`src/hdl/mos6502Pkg.sv`:
```
/* shared types and constants for the APB hosted 6502 datapath
   register map, opcode union, control word, ALU result and status layout */
package mos6502Pkg;

  // bus widths
  localparam int DATA_W     = 8;
  localparam int APB_ADDR_W = 8;
  localparam int APB_DATA_W = 32;

  // APB register map
  localparam logic [APB_ADDR_W-1:0] ADDR_INSTR = 8'h00;
  localparam logic [APB_ADDR_W-1:0] ADDR_A     = 8'h04;
  localparam logic [APB_ADDR_W-1:0] ADDR_X     = 8'h08;
  localparam logic [APB_ADDR_W-1:0] ADDR_Y     = 8'h0C;
  localparam logic [APB_ADDR_W-1:0] ADDR_S     = 8'h10;
  localparam logic [APB_ADDR_W-1:0] ADDR_P     = 8'h14;

  // group 1 field codes, cc and bbb
  localparam logic [1:0] GRP1_CC = 2'b01;
  localparam logic [2:0] BBB_IMM = 3'b010;

  // group 1 operation field
  localparam logic [2:0] AAA_ORA = 3'b000;
  localparam logic [2:0] AAA_AND = 3'b001;
  localparam logic [2:0] AAA_EOR = 3'b010;
  localparam logic [2:0] AAA_ADC = 3'b011;
  localparam logic [2:0] AAA_STA = 3'b100;
  localparam logic [2:0] AAA_LDA = 3'b101;
  localparam logic [2:0] AAA_CMP = 3'b110;
  localparam logic [2:0] AAA_SBC = 3'b111;

  // implied opcodes
  localparam logic [7:0] OP_TAX = 8'hAA;
  localparam logic [7:0] OP_TAY = 8'hA8;
  localparam logic [7:0] OP_TXA = 8'h8A;
  localparam logic [7:0] OP_TYA = 8'h98;
  localparam logic [7:0] OP_TSX = 8'hBA;
  localparam logic [7:0] OP_TXS = 8'h9A;
  localparam logic [7:0] OP_CLC = 8'h18;
  localparam logic [7:0] OP_SEC = 8'h38;
  localparam logic [7:0] OP_CLI = 8'h58;
  localparam logic [7:0] OP_SEI = 8'h78;
  localparam logic [7:0] OP_CLV = 8'hB8;
  localparam logic [7:0] OP_NOP = 8'hEA;

  // reset values, P has the unused one and I set
  localparam logic [DATA_W-1:0] P_RESET   = 8'h24;
  localparam logic [DATA_W-1:0] S_RESET   = 8'hFF;
  localparam logic [DATA_W-1:0] REG_RESET = 8'h00;

  // aaa bbb cc split of an opcode
  typedef struct packed {
    logic [2:0] aaa;
    logic [2:0] bbb;
    logic [1:0] cc;
  } opFieldsT;

  typedef union packed {
    logic [7:0] raw;
    opFieldsT   grp;
  } opcodeWordT;

  typedef enum logic [2:0] {ALU_OR, ALU_AND, ALU_EOR, ALU_SUM, ALU_PASS} aluOpT;
  typedef enum logic [2:0] {BUS_A, BUS_X, BUS_Y, BUS_S, BUS_OPERAND} busSrcT;
  typedef enum logic [2:0] {DEST_NONE, DEST_A, DEST_X, DEST_Y, DEST_S} regDestT;
  typedef enum logic [1:0] {FLAGS_NONE, FLAGS_NZ, FLAGS_NZC, FLAGS_NZVC} flagModeT;
  typedef enum logic [2:0] {FOP_NONE, FOP_CLC, FOP_SEC, FOP_CLI, FOP_SEI, FOP_CLV} flagOpT;

  typedef struct packed {
    busSrcT   busSrc;
    aluOpT    aluOp;
    logic     invertB;
    logic     carryFromFlag;
    regDestT  regDest;
    flagModeT flagMode;
    flagOpT   flagOp;
  } ctrlWordT;

  typedef struct packed {
    logic [DATA_W-1:0] data;
    logic              carry;
    logic              overflow;
    logic              zero;
    logic              negative;
  } aluResultT;

  // bit order as the P register
  typedef struct packed {
    logic n;
    logic v;
    logic one;
    logic b;
    logic d;
    logic i;
    logic z;
    logic c;
  } statusT;

endpackage

```
`src/hdl/apbHostPort.sv`:
```
`timescale 1ns/1ps
/* APB slave for instruction issue and register read-back
   busy wait states, error response and read mux */
module apbHostPort (
  input  logic                              phi2,
  input  logic                              rstN,
  input  logic                              psel,
  input  logic                              penable,
  input  logic                              pwrite,
  input  logic [mos6502Pkg::APB_ADDR_W-1:0] paddr,
  input  logic [mos6502Pkg::APB_DATA_W-1:0] pwdata,
  output logic [mos6502Pkg::APB_DATA_W-1:0] prdata,
  output logic                              pready,
  output logic                              pslverr,
  output mos6502Pkg::opcodeWordT            opcode,
  input  mos6502Pkg::ctrlWordT              ctrl,
  input  logic                              illegal,
  input  logic                              busy,
  output logic                              issue,
  output mos6502Pkg::ctrlWordT              issueCtrl,
  output logic [mos6502Pkg::DATA_W-1:0]     operand,
  input  logic [mos6502Pkg::DATA_W-1:0]     regA,
  input  logic [mos6502Pkg::DATA_W-1:0]     regX,
  input  logic [mos6502Pkg::DATA_W-1:0]     regY,
  input  logic [mos6502Pkg::DATA_W-1:0]     regS,
  input  mos6502Pkg::statusT                status
);
  import mos6502Pkg::*;

  logic        access;
  logic        done;
  logic        instrHit;
  logic        readHit;
  logic        accept;
  logic [15:0] lastInstr;

  // access phase, held off while the core works
  assign access   = psel & penable;
  assign pready   = ~(access & busy);
  assign done     = access & pready;
  assign instrHit = (paddr == ADDR_INSTR);

  // opcode byte straight to the decoder
  assign opcode.raw = pwdata[7:0];

  // read-back mux, zero extended
  always_comb begin
    readHit = 1'b1;
    prdata  = '0;
    case (paddr)
      ADDR_INSTR: prdata[15:0] = lastInstr;
      ADDR_A:     prdata[7:0] = regA;
      ADDR_X:     prdata[7:0] = regX;
      ADDR_Y:     prdata[7:0] = regY;
      ADDR_S:     prdata[7:0] = regS;
      ADDR_P:     prdata[7:0] = status;
      default:    readHit = 1'b0;
    endcase
  end

  // only instr is writable, and only with a known opcode
  assign pslverr = done & (pwrite ? (~instrHit | illegal) : ~readHit);
  assign accept  = done & pwrite & instrHit & ~illegal;

  always_ff @(posedge phi2 or negedge rstN) begin
    if (!rstN) begin
      issue     <= 1'b0;
      lastInstr <= '0;
    end else begin
      issue <= accept;
      if (accept)
        lastInstr <= pwdata[15:0];
    end
  end

  // payload for the sequencer
  always_ff @(posedge phi2) begin
    if (accept) begin
      issueCtrl <= ctrl;
      operand   <= pwdata[15:8];
    end
  end

endmodule

```
`src/hdl/opcodeDecode.sv`:
```
`timescale 1ns/1ps
/* opcode decode into a control word, group 1 immediate and implied ops */
module opcodeDecode (
  input  mos6502Pkg::opcodeWordT opcode,
  output mos6502Pkg::ctrlWordT   ctrl,
  output logic                   illegal
);
  import mos6502Pkg::*;

  always_comb begin
    // behaves as NOP unless overridden
    ctrl.busSrc        = BUS_A;
    ctrl.aluOp         = ALU_PASS;
    ctrl.invertB       = 1'b0;
    ctrl.carryFromFlag = 1'b0;
    ctrl.regDest       = DEST_NONE;
    ctrl.flagMode      = FLAGS_NONE;
    ctrl.flagOp        = FOP_NONE;
    illegal            = 1'b0;

    if (opcode.grp.cc == GRP1_CC && opcode.grp.bbb == BBB_IMM) begin
      // accumulator against the immediate operand
      ctrl.regDest       = DEST_A;
      ctrl.flagMode      = FLAGS_NZ;
      ctrl.carryFromFlag = 1'b1;
      case (opcode.grp.aaa)
        AAA_ORA: ctrl.aluOp = ALU_OR;
        AAA_AND: ctrl.aluOp = ALU_AND;
        AAA_EOR: ctrl.aluOp = ALU_EOR;
        AAA_ADC: begin
          ctrl.aluOp    = ALU_SUM;
          ctrl.flagMode = FLAGS_NZVC;
        end
        // operand rides the bus into holdA
        AAA_LDA: ctrl.busSrc = BUS_OPERAND;
        AAA_CMP: begin
          ctrl.aluOp         = ALU_SUM;
          ctrl.invertB       = 1'b1;
          ctrl.carryFromFlag = 1'b0;
          ctrl.regDest       = DEST_NONE;
          ctrl.flagMode      = FLAGS_NZC;
        end
        AAA_SBC: begin
          ctrl.aluOp    = ALU_SUM;
          ctrl.invertB  = 1'b1;
          ctrl.flagMode = FLAGS_NZVC;
        end
        // no store without memory
        AAA_STA: illegal = 1'b1;
        default: illegal = 1'b1;
      endcase
    end else begin
      // implied ops by whole byte
      case (opcode.raw)
        OP_TAX: {ctrl.busSrc, ctrl.regDest, ctrl.flagMode} = {BUS_A, DEST_X, FLAGS_NZ};
        OP_TAY: {ctrl.busSrc, ctrl.regDest, ctrl.flagMode} = {BUS_A, DEST_Y, FLAGS_NZ};
        OP_TXA: {ctrl.busSrc, ctrl.regDest, ctrl.flagMode} = {BUS_X, DEST_A, FLAGS_NZ};
        OP_TYA: {ctrl.busSrc, ctrl.regDest, ctrl.flagMode} = {BUS_Y, DEST_A, FLAGS_NZ};
        OP_TSX: {ctrl.busSrc, ctrl.regDest, ctrl.flagMode} = {BUS_S, DEST_X, FLAGS_NZ};
        // stack load, flags untouched
        OP_TXS: {ctrl.busSrc, ctrl.regDest} = {BUS_X, DEST_S};
        OP_CLC: ctrl.flagOp = FOP_CLC;
        OP_SEC: ctrl.flagOp = FOP_SEC;
        OP_CLI: ctrl.flagOp = FOP_CLI;
        OP_SEI: ctrl.flagOp = FOP_SEI;
        OP_CLV: ctrl.flagOp = FOP_CLV;
        OP_NOP: illegal = 1'b0;
        default: illegal = 1'b1;
      endcase
    end
  end

endmodule

```
`src/hdl/execSequencer.sv`:
```
`timescale 1ns/1ps
/* T-state walk for one instruction, read step then write step */
module execSequencer (
  input  logic                 phi2,
  input  logic                 rstN,
  input  logic                 issue,
  input  mos6502Pkg::ctrlWordT issueCtrl,
  output logic                 busy,
  output logic                 readStep,
  output logic                 writeStep,
  output mos6502Pkg::ctrlWordT heldCtrl
);
  import mos6502Pkg::*;

  typedef enum logic [1:0] {T_IDLE, T_READ, T_WRITE} tStateT;

  tStateT   tReg;
  tStateT   tNow;
  ctrlWordT ctrlHold;

  // issue opens the read step in its own cycle
  assign tNow = issue ? T_READ : tReg;

  always_ff @(posedge phi2 or negedge rstN) begin
    if (!rstN) begin
      tReg     <= T_IDLE;
      ctrlHold <= '0;
    end else begin
      // read is always followed by write, then idle
      tReg <= (tNow == T_READ) ? T_WRITE : T_IDLE;
      if (issue)
        ctrlHold <= issueCtrl;
    end
  end

  assign readStep  = (tNow == T_READ);
  assign writeStep = (tNow == T_WRITE);
  assign busy      = (tNow != T_IDLE);

  // control word valid in both steps
  assign heldCtrl = issue ? issueCtrl : ctrlHold;

endmodule

```
`src/hdl/registerFile.sv`:
```
`timescale 1ns/1ps
/* A, X, Y and S with the special bus select and the ALU input holds */
module registerFile (
  input  logic                          phi2,
  input  logic                          rstN,
  input  logic                          readStep,
  input  logic                          writeStep,
  input  mos6502Pkg::busSrcT            busSrc,
  input  mos6502Pkg::regDestT           regDest,
  input  logic [mos6502Pkg::DATA_W-1:0] operand,
  input  mos6502Pkg::aluResultT         result,
  output logic [mos6502Pkg::DATA_W-1:0] holdA,
  output logic [mos6502Pkg::DATA_W-1:0] holdB,
  output logic [mos6502Pkg::DATA_W-1:0] regA,
  output logic [mos6502Pkg::DATA_W-1:0] regX,
  output logic [mos6502Pkg::DATA_W-1:0] regY,
  output logic [mos6502Pkg::DATA_W-1:0] regS
);
  import mos6502Pkg::*;

  logic [DATA_W-1:0] sb;

  // internal special bus, one driver per step
  always_comb begin
    case (busSrc)
      BUS_A:   sb = regA;
      BUS_X:   sb = regX;
      BUS_Y:   sb = regY;
      BUS_S:   sb = regS;
      default: sb = operand;
    endcase
  end

  // ALU holds load at the end of the read step
  always_ff @(posedge phi2) begin
    if (readStep) begin
      holdA <= sb;
      holdB <= operand;
    end
  end

  // writeback at the end of the write step
  always_ff @(posedge phi2 or negedge rstN) begin
    if (!rstN) begin
      regA <= REG_RESET;
      regX <= REG_RESET;
      regY <= REG_RESET;
      regS <= S_RESET;
    end else if (writeStep) begin
      case (regDest)
        DEST_A:  regA <= result.data;
        DEST_X:  regX <= result.data;
        DEST_Y:  regY <= result.data;
        DEST_S:  regS <= result.data;
        default: regA <= regA;
      endcase
    end
  end

endmodule

```
`src/hdl/aluCore.sv`:
```
`timescale 1ns/1ps
/* binary ALU, logic ops, sum with carry and pass, with C V Z N */
module aluCore (
  input  logic [mos6502Pkg::DATA_W-1:0] holdA,
  input  logic [mos6502Pkg::DATA_W-1:0] holdB,
  input  mos6502Pkg::aluOpT             aluOp,
  input  logic                          invertB,
  input  logic                          carryFromFlag,
  input  logic                          carryFlag,
  output mos6502Pkg::aluResultT         result
);
  import mos6502Pkg::*;

  logic [DATA_W-1:0] bIn;
  logic              cIn;
  logic [DATA_W:0]   sum;
  logic [DATA_W-1:0] res;
  logic              carry;
  logic              overflow;

  // one's complement of B for SBC and CMP
  assign bIn = invertB ? ~holdB : holdB;
  // CMP forces carry in, no borrow
  assign cIn = carryFromFlag ? carryFlag : 1'b1;
  assign sum = {1'b0, holdA} + {1'b0, bIn} + {{DATA_W{1'b0}}, cIn};

  always_comb begin
    res      = holdA;
    carry    = 1'b0;
    overflow = 1'b0;
    case (aluOp)
      ALU_OR:  res = holdA | holdB;
      ALU_AND: res = holdA & holdB;
      ALU_EOR: res = holdA ^ holdB;
      ALU_SUM: begin
        res   = sum[DATA_W-1:0];
        carry = sum[DATA_W];
        // same sign in, other sign out
        overflow = (holdA[DATA_W-1] == bIn[DATA_W-1]) &&
                   (res[DATA_W-1] != holdA[DATA_W-1]);
      end
      default: res = holdA;
    endcase
  end

  always_comb begin
    result.data     = res;
    result.carry    = carry;
    result.overflow = overflow;
    result.zero     = (res == '0);
    result.negative = res[DATA_W-1];
  end

endmodule

```
`src/hdl/statusRegister.sv`:
```
`timescale 1ns/1ps
/* processor status flags, ALU updates and direct flag ops */
module statusRegister (
  input  logic                  phi2,
  input  logic                  rstN,
  input  logic                  writeStep,
  input  mos6502Pkg::flagModeT  flagMode,
  input  mos6502Pkg::flagOpT    flagOp,
  input  mos6502Pkg::aluResultT result,
  output mos6502Pkg::statusT    status
);
  import mos6502Pkg::*;

  logic nFlag;
  logic vFlag;
  logic iFlag;
  logic zFlag;
  logic cFlag;

  always_ff @(posedge phi2 or negedge rstN) begin
    if (!rstN) begin
      nFlag <= P_RESET[7];
      vFlag <= P_RESET[6];
      iFlag <= P_RESET[2];
      zFlag <= P_RESET[1];
      cFlag <= P_RESET[0];
    end else if (writeStep) begin
      // NZ for every mode but none
      if (flagMode != FLAGS_NONE) begin
        nFlag <= result.negative;
        zFlag <= result.zero;
      end
      if (flagMode == FLAGS_NZC || flagMode == FLAGS_NZVC)
        cFlag <= result.carry;
      if (flagMode == FLAGS_NZVC)
        vFlag <= result.overflow;
      case (flagOp)
        FOP_CLC: cFlag <= 1'b0;
        FOP_SEC: cFlag <= 1'b1;
        FOP_CLI: iFlag <= 1'b0;
        FOP_SEI: iFlag <= 1'b1;
        FOP_CLV: vFlag <= 1'b0;
        default: iFlag <= iFlag;
      endcase
    end
  end

  // unused bit reads one, no B and no decimal mode
  always_comb begin
    status.n   = nFlag;
    status.v   = vFlag;
    status.one = 1'b1;
    status.b   = 1'b0;
    status.d   = 1'b0;
    status.i   = iFlag;
    status.z   = zFlag;
    status.c   = cFlag;
  end

endmodule

```
`src/hdl/cpuCore6502.sv`:
```
`timescale 1ns/1ps
/* core top, APB host port around the 6502 datapath */
module cpuCore6502 (
  input  logic                              phi2,
  input  logic                              rstN,
  input  logic                              psel,
  input  logic                              penable,
  input  logic                              pwrite,
  input  logic [mos6502Pkg::APB_ADDR_W-1:0] paddr,
  input  logic [mos6502Pkg::APB_DATA_W-1:0] pwdata,
  output logic [mos6502Pkg::APB_DATA_W-1:0] prdata,
  output logic                              pready,
  output logic                              pslverr
);
  import mos6502Pkg::*;

  opcodeWordT        opcode;
  ctrlWordT          ctrl;
  ctrlWordT          issueCtrl;
  ctrlWordT          heldCtrl;
  logic              illegal;
  logic              busy;
  logic              issue;
  logic              readStep;
  logic              writeStep;
  logic [DATA_W-1:0] operand;
  logic [DATA_W-1:0] holdA;
  logic [DATA_W-1:0] holdB;
  logic [DATA_W-1:0] regA;
  logic [DATA_W-1:0] regX;
  logic [DATA_W-1:0] regY;
  logic [DATA_W-1:0] regS;
  aluResultT         aluResult;
  statusT            status;

  apbHostPort host_i (.phi2, .rstN, .psel, .penable, .pwrite, .paddr, .pwdata, .prdata,
    .pready, .pslverr, .opcode, .ctrl, .illegal, .busy, .issue, .issueCtrl, .operand,
    .regA, .regX, .regY, .regS, .status);

  opcodeDecode decode_i (.opcode, .ctrl, .illegal);

  execSequencer seq_i (.phi2, .rstN, .issue, .issueCtrl, .busy, .readStep, .writeStep,
    .heldCtrl);

  // bus source in the read step, destination in the write step
  registerFile regs_i (.phi2, .rstN, .readStep, .writeStep, .busSrc(heldCtrl.busSrc),
    .regDest(heldCtrl.regDest), .operand, .result(aluResult), .holdA, .holdB,
    .regA, .regX, .regY, .regS);

  aluCore alu_i (.holdA, .holdB, .aluOp(heldCtrl.aluOp), .invertB(heldCtrl.invertB),
    .carryFromFlag(heldCtrl.carryFromFlag), .carryFlag(status.c), .result(aluResult));

  statusRegister sr_i (.phi2, .rstN, .writeStep, .flagMode(heldCtrl.flagMode),
    .flagOp(heldCtrl.flagOp), .result(aluResult), .status);

endmodule

```
`config.mk`:
```
export PLATFORM = sky130hd
export DESIGN_NAME = cpuCore6502
export DESIGN_NICKNAME = d
export VERILOG_FILES = /design/src/hdl/mos6502Pkg.sv /design/src/hdl/apbHostPort.sv /design/src/hdl/opcodeDecode.sv /design/src/hdl/execSequencer.sv /design/src/hdl/registerFile.sv /design/src/hdl/aluCore.sv /design/src/hdl/statusRegister.sv /design/src/hdl/cpuCore6502.sv
export SDC_FILE = /design/constraint.sdc
export NUM_CORES = 1
export LEC_CHECK = 0
export ABC_AREA = 1
export BUFFER_PORTS_ARGS = -buffer_cell sky130_fd_sc_hd__buf_2
export CAP_MARGIN = 0
export CORE_ASPECT_RATIO = 0.6
export CORE_MARGIN = 2
export CORE_UTILIZATION = 40
export DETAILED_ROUTE_END_ITERATION = 8
export PLACE_DENSITY_LB_ADDON = 0.1
export SYNTH_ARGS = -nofsm -noshare
export SYNTH_HDL_FRONTEND = slang
export SYNTH_SLANG_ARGS = --single-unit
```
`constraint.sdc`:
```
create_clock -name phi2 -period 4.15 [get_ports phi2]
set_input_delay 1.0375 -clock phi2 [delete_from_list [all_inputs] [get_ports phi2]]
set_output_delay 1.0375 -clock phi2 [all_outputs]
set_load 0.1 [all_outputs]
```
==> summary.md, run 1 <==
| Metric | Value |
|---|---|
| Vias in the first global route | 4997 |
| GR Util met1 | 0.319 |
| Slew @ Worst Pin | 0.948 ns |
| First-pass GRT wire length | 27600 um |
| Largest net degree at the start of global routing | 72 |
| Pwr dens | 297 nW/um^2 |
| Clk buf depth | 2 |
| CP max-delay cell | o221ai_1 |
| Fin crit period | 3.97 ns |
| Area Overhead vs Synth | 11.9% |
| Top FF cell, synth | dfrtp_1 |
| F_max | 252 MHz |
| GRT Overall Usage | 0.211 |
| Number of I/O pins | 79 |
| Cell-by-cell listing of the critical path | buf_2, nor3_2, inv_2, nor2_8, nand4_1, o221ai_1, buf_12 |
| WL final | 17400 um |
| Post-synth EDFFs | 40 |
| Global Route met2 Usage | 0.307 |
| Initial Util | 0.416 |
| FF+latch count, synth | 111 |
| Number of post-CTS setup repair buffers | 0 |
| Post-route ant nets | 0 |
| Share of layout cells above drive strength 1 | 0.165 |
| Final period util | 0.956 |
| Post-synthesis async set-or-reset flop share | 0.640 |
| DRC viols | 0 |
| Worst Path Required | 3.11 ns |
| Cells resized by post-CTS repair | 0 |
| Syn Area/Cell | 8.32 sq um |
| CP Capture Type | primary output |
| Drt wl/cell | 16.9 um |
| Maximum vdd drop | 0.000206 V |
| CTS buffer count | 9 |
| Hold Crit Class | flip-flop to flip-flop |
| Final Max Slew Viols | 0 |
| Leakage | 3.41 nW |
| Critical Path Max Stage Delay | 0.64 ns |
| GPL Wtd Cong | 0.856 |
| Synth cell types | 54 |
| Root Buffer | clkbuf_16 |
| Sequential area share after synthesis | 0.461 |
| Final setup viols | 0 |
| HPWL Detailed | 13200 um |
| Finished Layout Cells | 1033 |
| Die area | 17300 sq um |
| Arr. time, crit path | 2.93 ns |
| # fillers | 1524 |
| Dpl cells | 1017 |
| Num rows | 35 |
| Most crowded layer after global routing | met1 |
| Num Clock Sinks | 111 |
| Buffers added on ports | 46 |
| Max-Cap Viols | 0 |
| CORE AREA | 15600 sq um |
| CTS tree | yes |
| DRT iter0 DRCs | 458 |
| Ant diodes | 0 |
| Cells after Synth | 779 |
| Critical path class | primary input to primary output |
| Detailed Routing Iterations Pass 1 | 5 |
| Via count | 5302 |
| Crit start category | primary input |
| Max FO, Critical Path | 10 |
| Status | complete, no violations |
| Die H | 103 um |
| Setup TNS | 0 ns |
| Grt total ovfl | 0 |
| Initial antenna violation count | 0 |
| Vias per cell | 5.13 |
| Met3 Use GR | 0.0537 |
| Post-CTS Hold Buffers | 0 |
| Clock skew | 0.0147 ns |
| Die X | 168 um |
| H-tree level count | 3 |
| RSZ-0062 raised after global routing | no |
| Final #Nets | 895 |
| Final Hold Viols | 0 |
| Ys Warns | 0 |
| Worst-path clk slew | 0.07 ns |
| Clk_lat worst skew | 0.36 ns |
| Synthesized cell area | 6480 sq um |
| Max transition margin | 0.368 |
==> worst paths after layout <==
kind                                       end  depth (start not counted)  slack [ns]           startpoint
min reg2reg                  seq_i.ctrlHold[5]                          2        0.46  host_i.issueCtrl[5]
min in group asynchronous       regs_i.regY[3]                          2        0.87                 rstN
max reg2reg                         sr_i.zFlag                         16        0.79         host_i.issue
min                          seq_i.ctrlHold[5]                          2        0.46  host_i.issueCtrl[5]
max in group asynchronous  host_i.lastInstr[0]                          2        2.63                 rstN
max                                  prdata[0]                          7        0.18             paddr[5]
==> cell usage after synthesis, types with 8 or more instances <==
| cell type | instances | area, sq um |
|---|---|---|
| nor2_1 | 78 | 293 |
| ha_1 | 23 | 288 |
| nand3_1 | 49 | 245 |
| dfstp_2 | 9 | 236 |
| o21ai_1 | 21 | 105 |
| nand4_1 | 9 | 56.3 |
| o21ai_0 | 33 | 165 |
| a21oi_1 | 16 | 80.1 |
| nand2_2 | 16 | 100 |
| o22ai_1 | 21 | 131 |
| inv_1 | 107 | 402 |
| edfxtp_1 | 40 | 1200 |
| inv_2 | 11 | 41.3 |
| xor2_1 | 8 | 70.1 |
| dfrtp_1 | 62 | 1550 |
| nand2_1 | 172 | 646 |
| buf_4 | 17 | 128 |
==> kinds of logic (layout without fill, tap and decap cells) <==
| group | count (synthesis) | in the layout | synth area share |
|---|---|---|---|
| simple gates | 370 | 370 | 0.267 |
| buf+inv | 151 | 187 | 0.106 |
| compound gates | 112 | 112 | 0.102 |
| flops | 111 | 111 | 0.461 |
| fa+ha+maj | 25 | 25 | 0.0506 |
| xor+xnor | 9 | 9 | 0.0122 |
| other cells | 1 | 16 | 0.000579 |
==> area by class of cell <==
type | instances | area, sq um | share of cell area
well taps | 203 | 254 | 0.0350
clock buffers | 11 | 254 | 0.0350
repair buffers | 51 | 388 | 0.0535
clock inverters | 5 | 46.3 | 0.00639
inverters | 120 | 453 | 0.0625
multi-input cells | 532 | 2860 | 0.395
flip-flops and latches | 111 | 2990 | 0.412
==> layout by cell type (no fill, tap or decap), drive strengths merged, types with 3 or more instances in the layout <==
master / count
nand2: 190
inv: 124
nor2: 89
dfrtp: 62
o21ai: 58
nand3: 56
buf: 51
edfxtp: 40
ha: 23
o22ai: 22
conb: 16
a21oi: 16
clkbuf: 11
nand4: 11
dfstp: 9
xor2: 8
or2: 8
nor3: 7
o221ai: 6
nand3b: 5
a31oi: 3
==> flip-flops by register name (all words and copies together), names as in the netlist <==
register,count
seq_i.ctrlHold,16
regs_i.regX,8
sr_i.cFlag,1
regs_i.regY,8
sr_i.zFlag,1
regs_i.holdB,8
host_i.issue,1
host_i.operand,8
regs_i.holdA,8
host_i.issueCtrl,16
host_i.lastInstr,16
sr_i.nFlag,1
sr_i.iFlag,1
seq_i.tReg,1
regs_i.regA,8
regs_i.regS,8
sr_i.vFlag,1
==> metrics by stage <==
stage	util	area (sq um)	power [mW]	hold WS, ns	worst slack (ns)
2_1_floorplan	-	6540	1.27	0.422	-0.166
3_3_place_gp	0.446	6950	1.30	0.449	0.263
3_5_place_dp	0.446	6950	1.30	0.446	0.297
4_1_cts	0.465	7250	2.18	0.464	0.278
5_1_grt	0.465	7250	2.22	0.493	0.0856
6_report	0.465	7250	2.16	0.465	0.184
==> routing by layer <==
metal	wire (um)	share of wire
met5	0	0
met4	160	0.0092
met3	1180	0.067
met2	7060	0.40
met1	9050	0.52
==> power breakdown <==
| part | total (mW) | switching (mW) | internal [mW] |
|---|---|---|---|
| clock network | 0.877 | 0.419 | 0.458 |
| logic | 0.146 | 0.125 | 0.0212 |
| registers | 1.13 | 0.000360 | 1.13 |
| total | 2.16 | 0.545 | 1.61 |
==> worst max-delay path, delay by kind of cell <==
kind,cells,cell delay [ns]
AO/OA/AOI/OAI,1,0.64
buffers and inverters,3,0.45
AND/OR/NAND/NOR,3,0.80
(Power assumes the default switching activity.)
==> run 2: changes to the inputs <==
--- a/config.mk
+++ b/config.mk
@@ -15,4 +15,5 @@
 export PLACE_DENSITY_LB_ADDON = 0.1
 export SYNTH_ARGS = -nofsm -noshare
 export SYNTH_HDL_FRONTEND = slang
+export SYNTH_HIERARCHICAL = 1
 export SYNTH_SLANG_ARGS = --single-unit
==> run 2 against run 1 <==
Compared with the run above: synthesized cell count increased by 18%; worst hold slack worse by 0.018 ns; critical path depth grew 5; critical path type unchanged; largest power group unchanged; highest routed layer unchanged.
==> summary.md, run 2 <==
| Metric | Value |
|---|---|
| Initial antenna violation count | 0 (unchanged) |
| Area Overhead vs Synth | 6.56% |
| CORE AREA | 17300 sq um (+11%) |
| Largest net degree at the start of global routing | 42 (-42%) |
| Arr. time, crit path | 2.62 ns (-0.31 ns) |
| GPL Wtd Cong | 0.886 (+3.4%) |
| Sequential area share after synthesis | 0.418 (-0.0432) |
| Post-synth EDFFs | 40 (unchanged) |
| Largest regs | host_i/issueCtrl: 16 flops, host_i/lastInstr: 16 flops, seq_i/ctrlHold: 16 flops |
| Seq pwr share | 0.523 (-0.002) |
| Pwr dens | 284 nW/um^2 (-4.5%) |
| Tot Pwr | 2.16 mW (+0.38%) |
| Reg2reg start | host_i/issue |
| Ant diodes | 0 (unchanged) |
| Initial Util | 0.413 (-0.00272) |
| FF+latch count, synth | 111 (unchanged) |
| CP max-delay cell | buf_2 |
| Comb pwr share | 0.073 (+0.005) |
| Most common cell after layout, fill and taps aside | nand2_1 |
| Hold path cells | 0 (-2) |
| Final #Nets | 1015 (+13%) |
| GRT Overall Usage | 0.206 (-0.00462) |
| Dominant cell type by area after synthesis | dfrtp_1 |
| Setup TNS | 0 ns (unchanged) |
| RR Endpoint | sr_i/zFlag |
| Worst Hold End | regs_i/holdB[7] |
| Synth top cells by count | nand2_1, inv_1, nor2_1 |
| Post-synthesis async set-or-reset flop share | 0.640 (unchanged) |
| Clock skew | 0.0124 ns (-0.00236 ns) |
| Dpl cells | 1168 (+15%) |
| Internal | 1.63 mW (+0.94%) |
| Worst Min Path Start | host_i/operand[7] |
| Final period util | 0.881 (-0.0746) |
| Number of I/O pins | 79 (unchanged) |
| Most frequent cell on the critical path | nand2_1 |
| Hold Crit Class | flip-flop to flip-flop |
| Cells after Synth | 922 (+18%) |
| Max transition margin | 0.475 (+0.107) |
| Crit path buffers/inverters | 4 (+1) |
| Worst Path Required | 3.11 ns (about the same) |
| Placed inst area | 7320 sq um (+5.3%) |
| Cells resized by post-CTS repair | 0 (unchanged) |
| CTS tree | yes |
| Vias per cell | 4.86 (-5.4%) |
| Final setup viols | 0 (unchanged) |
| Design Area, Final | 7620 sq um (+5.1%) |
| DRC viols | 0 (unchanged) |
| Worst R2R Setup Slack | 0.95 ns (+0.16 ns) |
| First-pass GRT wire length | 29300 um (+6.5%) |
| Die X | 177 um (+4.9%) |
| Fin crit period | 3.66 ns (-0.309 ns) |
| Num rows | 37 (+5.7%) |
| Crit start category | primary input |
| Top post-synthesis cells by area | dfrtp_1, edfxtp_1, nand2_1 |
| Worst hold margin | 0.447 ns (-0.0178 ns) |
| Top FF cell, synth | dfrtp_1 |
| Post-CTS Hold Buffers | 0 (unchanged) |
| Drt wl/cell | 16.0 um (-5.3%) |
| Dpl ws | 0.524 ns (+0.227 ns) |
| Die H | 108 um (+4.8%) |
| Ys Warns | 6 (+6) |
| CP Capture Type | primary output |
| Worst-path clk slew | 0.07 ns (about the same) |
| Final Hold Viols | 0 (unchanged) |
| Commonest non-fill, non-tap cells in the layout | nand2_1, inv_1, nor2_1 |
| Clk pwr share | 0.404 (-0.003) |
| Synth cell types | 40 (-26%) |
| Most common cell in the synthesized netlist | nand2_1 |
| Number of post-CTS setup repair buffers | 0 (unchanged) |
| Die area | 19000 sq um (+10%) |
| Post-route ant nets | 0 (unchanged) |
| Critical path class | primary input to primary output |
| DRT iter0 DRCs | 742 (+62%) |
| Final Max Slew Viols | 0 (unchanged) |
| Clk buf depth | 2 (unchanged) |
| Top cell type's share of synthesized area | 0.217 (-0.0224) |
| Detailed Routing Iterations Pass 1 | 5 (unchanged) |
| R2R depth | 19 (+3) |
| HPWL Detailed | 14500 um (+9.9%) |
| F_max | 274 MHz (+8.5%) |
| Net Sw Power | 0.538 mW (-1.3%) |
| Status | complete, no violations |
| Synthesized cell area | 7150 sq um (+10%) |
| Via count | 5749 (+8.4%) |
| CTS buffer count | 9 (unchanged) |
| RSZ-0062 raised after global routing | no |
| Final setup margin | 0.494 ns (+0.309 ns) |
| Root Buffer | clkbuf_16 |
| End-of-flow core utilization | 0.440 (-0.0250) |
| Slew @ Worst Pin | 0.785 ns (-0.163 ns) |
| Finished Layout Cells | 1184 (+15%) |
| Vias in the first global route | 4934 (-1.3%) |
| Max FO, Critical Path | 6 (-4) |
| Critical Path Max Stage Delay | 0.42 ns (-0.22 ns) |
| Leakage | 3.97 nW (+17%) |
| Buffers added on ports | 46 (unchanged) |
| Sw frac | 0.249 (-0.00417) |
| Grt total ovfl | 0 (unchanged) |
| Maximum vdd drop | 0.000196 V (-4.9%) |
| Share of layout cells above drive strength 1 | 0.171 (+0.00547) |
| CP delay by family, top | buffers and inverters |
| WL final | 18900 um (+8.6%) |
| H-tree level count | 3 (unchanged) |
| Cell-by-cell listing of the critical path | buf_2, inv_1, nand2_4, inv_1, nand3_1, nand2_1, nor2_2, nand3_1, nand2_1, o21ai_1, nand2_1, buf_2 |
| Clk_lat worst skew | 0.34 ns (-0.02 ns) |
| Syn Area/Cell | 7.75 sq um (-6.8%) |
| Num Clock Sinks | 111 (unchanged) |
| Max-Cap Viols | 0 (unchanged) |
run 2: changes by cell type in the layout (fill, tap and decap cells not counted), sizes merged, moves of 3 or more:
| cell | previous run | this run |
|---|---|---|
| nand2 | 190 | 315 |
| or2 | 8 | 0 |
| a31oi | 3 | 0 |
| a21oi | 16 | 4 |
| nand3 | 56 | 89 |
| clkinv | 1 | 4 |
| o22ai | 22 | 0 |
| nor2 | 89 | 107 |
| o21ai | 58 | 49 |
| nand4 | 11 | 22 |
| buf | 51 | 55 |
| o221ai | 6 | 0 |
| conb | 16 | 19 |
| nor3 | 7 | 3 |
run 2: cell families (layout without fill, tap and decap cells):
logic type,Yosys count,in the layout,share of synthesized area
and+or+nand+nor,539,539,0.342
buffers and inverters,180,192,0.133
other,3,19,0.00158
adders and majority gates,25,25,0.0459
DFF,111,111,0.418
xor gates and xnor gates,8,8,0.00980
AOI/OAI and AO/OA,56,56,0.0494
run 2: layout make-up:
cell class | instances | area, sq um
Fill cell | 1823 | 9700
Multi-Input combinational cell | 647 | 3270
Sequential cell | 111 | 2990
Inverter | 121 | 474
Timing Repair Buffer | 55 | 298
Tap cell | 234 | 293
Clock buffer | 9 | 225
Clock inverter | 7 | 72.6
run 2: power by group through the flow:
stage / logic, mW / registers, mW / clock network (mW)
final: 0.157 / 1.13 / 0.875
after global routing: 0.169 / 1.13 / 0.935
after CTS: 0.157 / 1.13 / 0.894
after detailed placement: 0.157 / 1.15 / 0
after global placement: 0.158 / 1.15 / 0
after floorplan: 0.127 / 1.15 / 0
run 2: worst max-delay path by stage:
stage,startpoint,to,cells after the start
2_1_floorplan,paddr[1],prdata[10],6
3_3_place_gp,paddr[3],prdata[5],9
3_5_place_dp,pwdata[6],pslverr,12
4_1_cts,pwdata[6],pslverr,12
5_1_grt,pwdata[6],pslverr,12
6_report,pwdata[6],pslverr,12
run 2: per-layer routing:
metal | track usage | share of wire | vias up
met3 | 0.0388 | 0.079 | 6
met4 | 0.0295 | 0.0036 | 0
li1 | - | - | 2894
met5 | 0 | 0 | -
met1 | 0.349 | 0.55 | 2657
met2 | 0.265 | 0.37 | 192
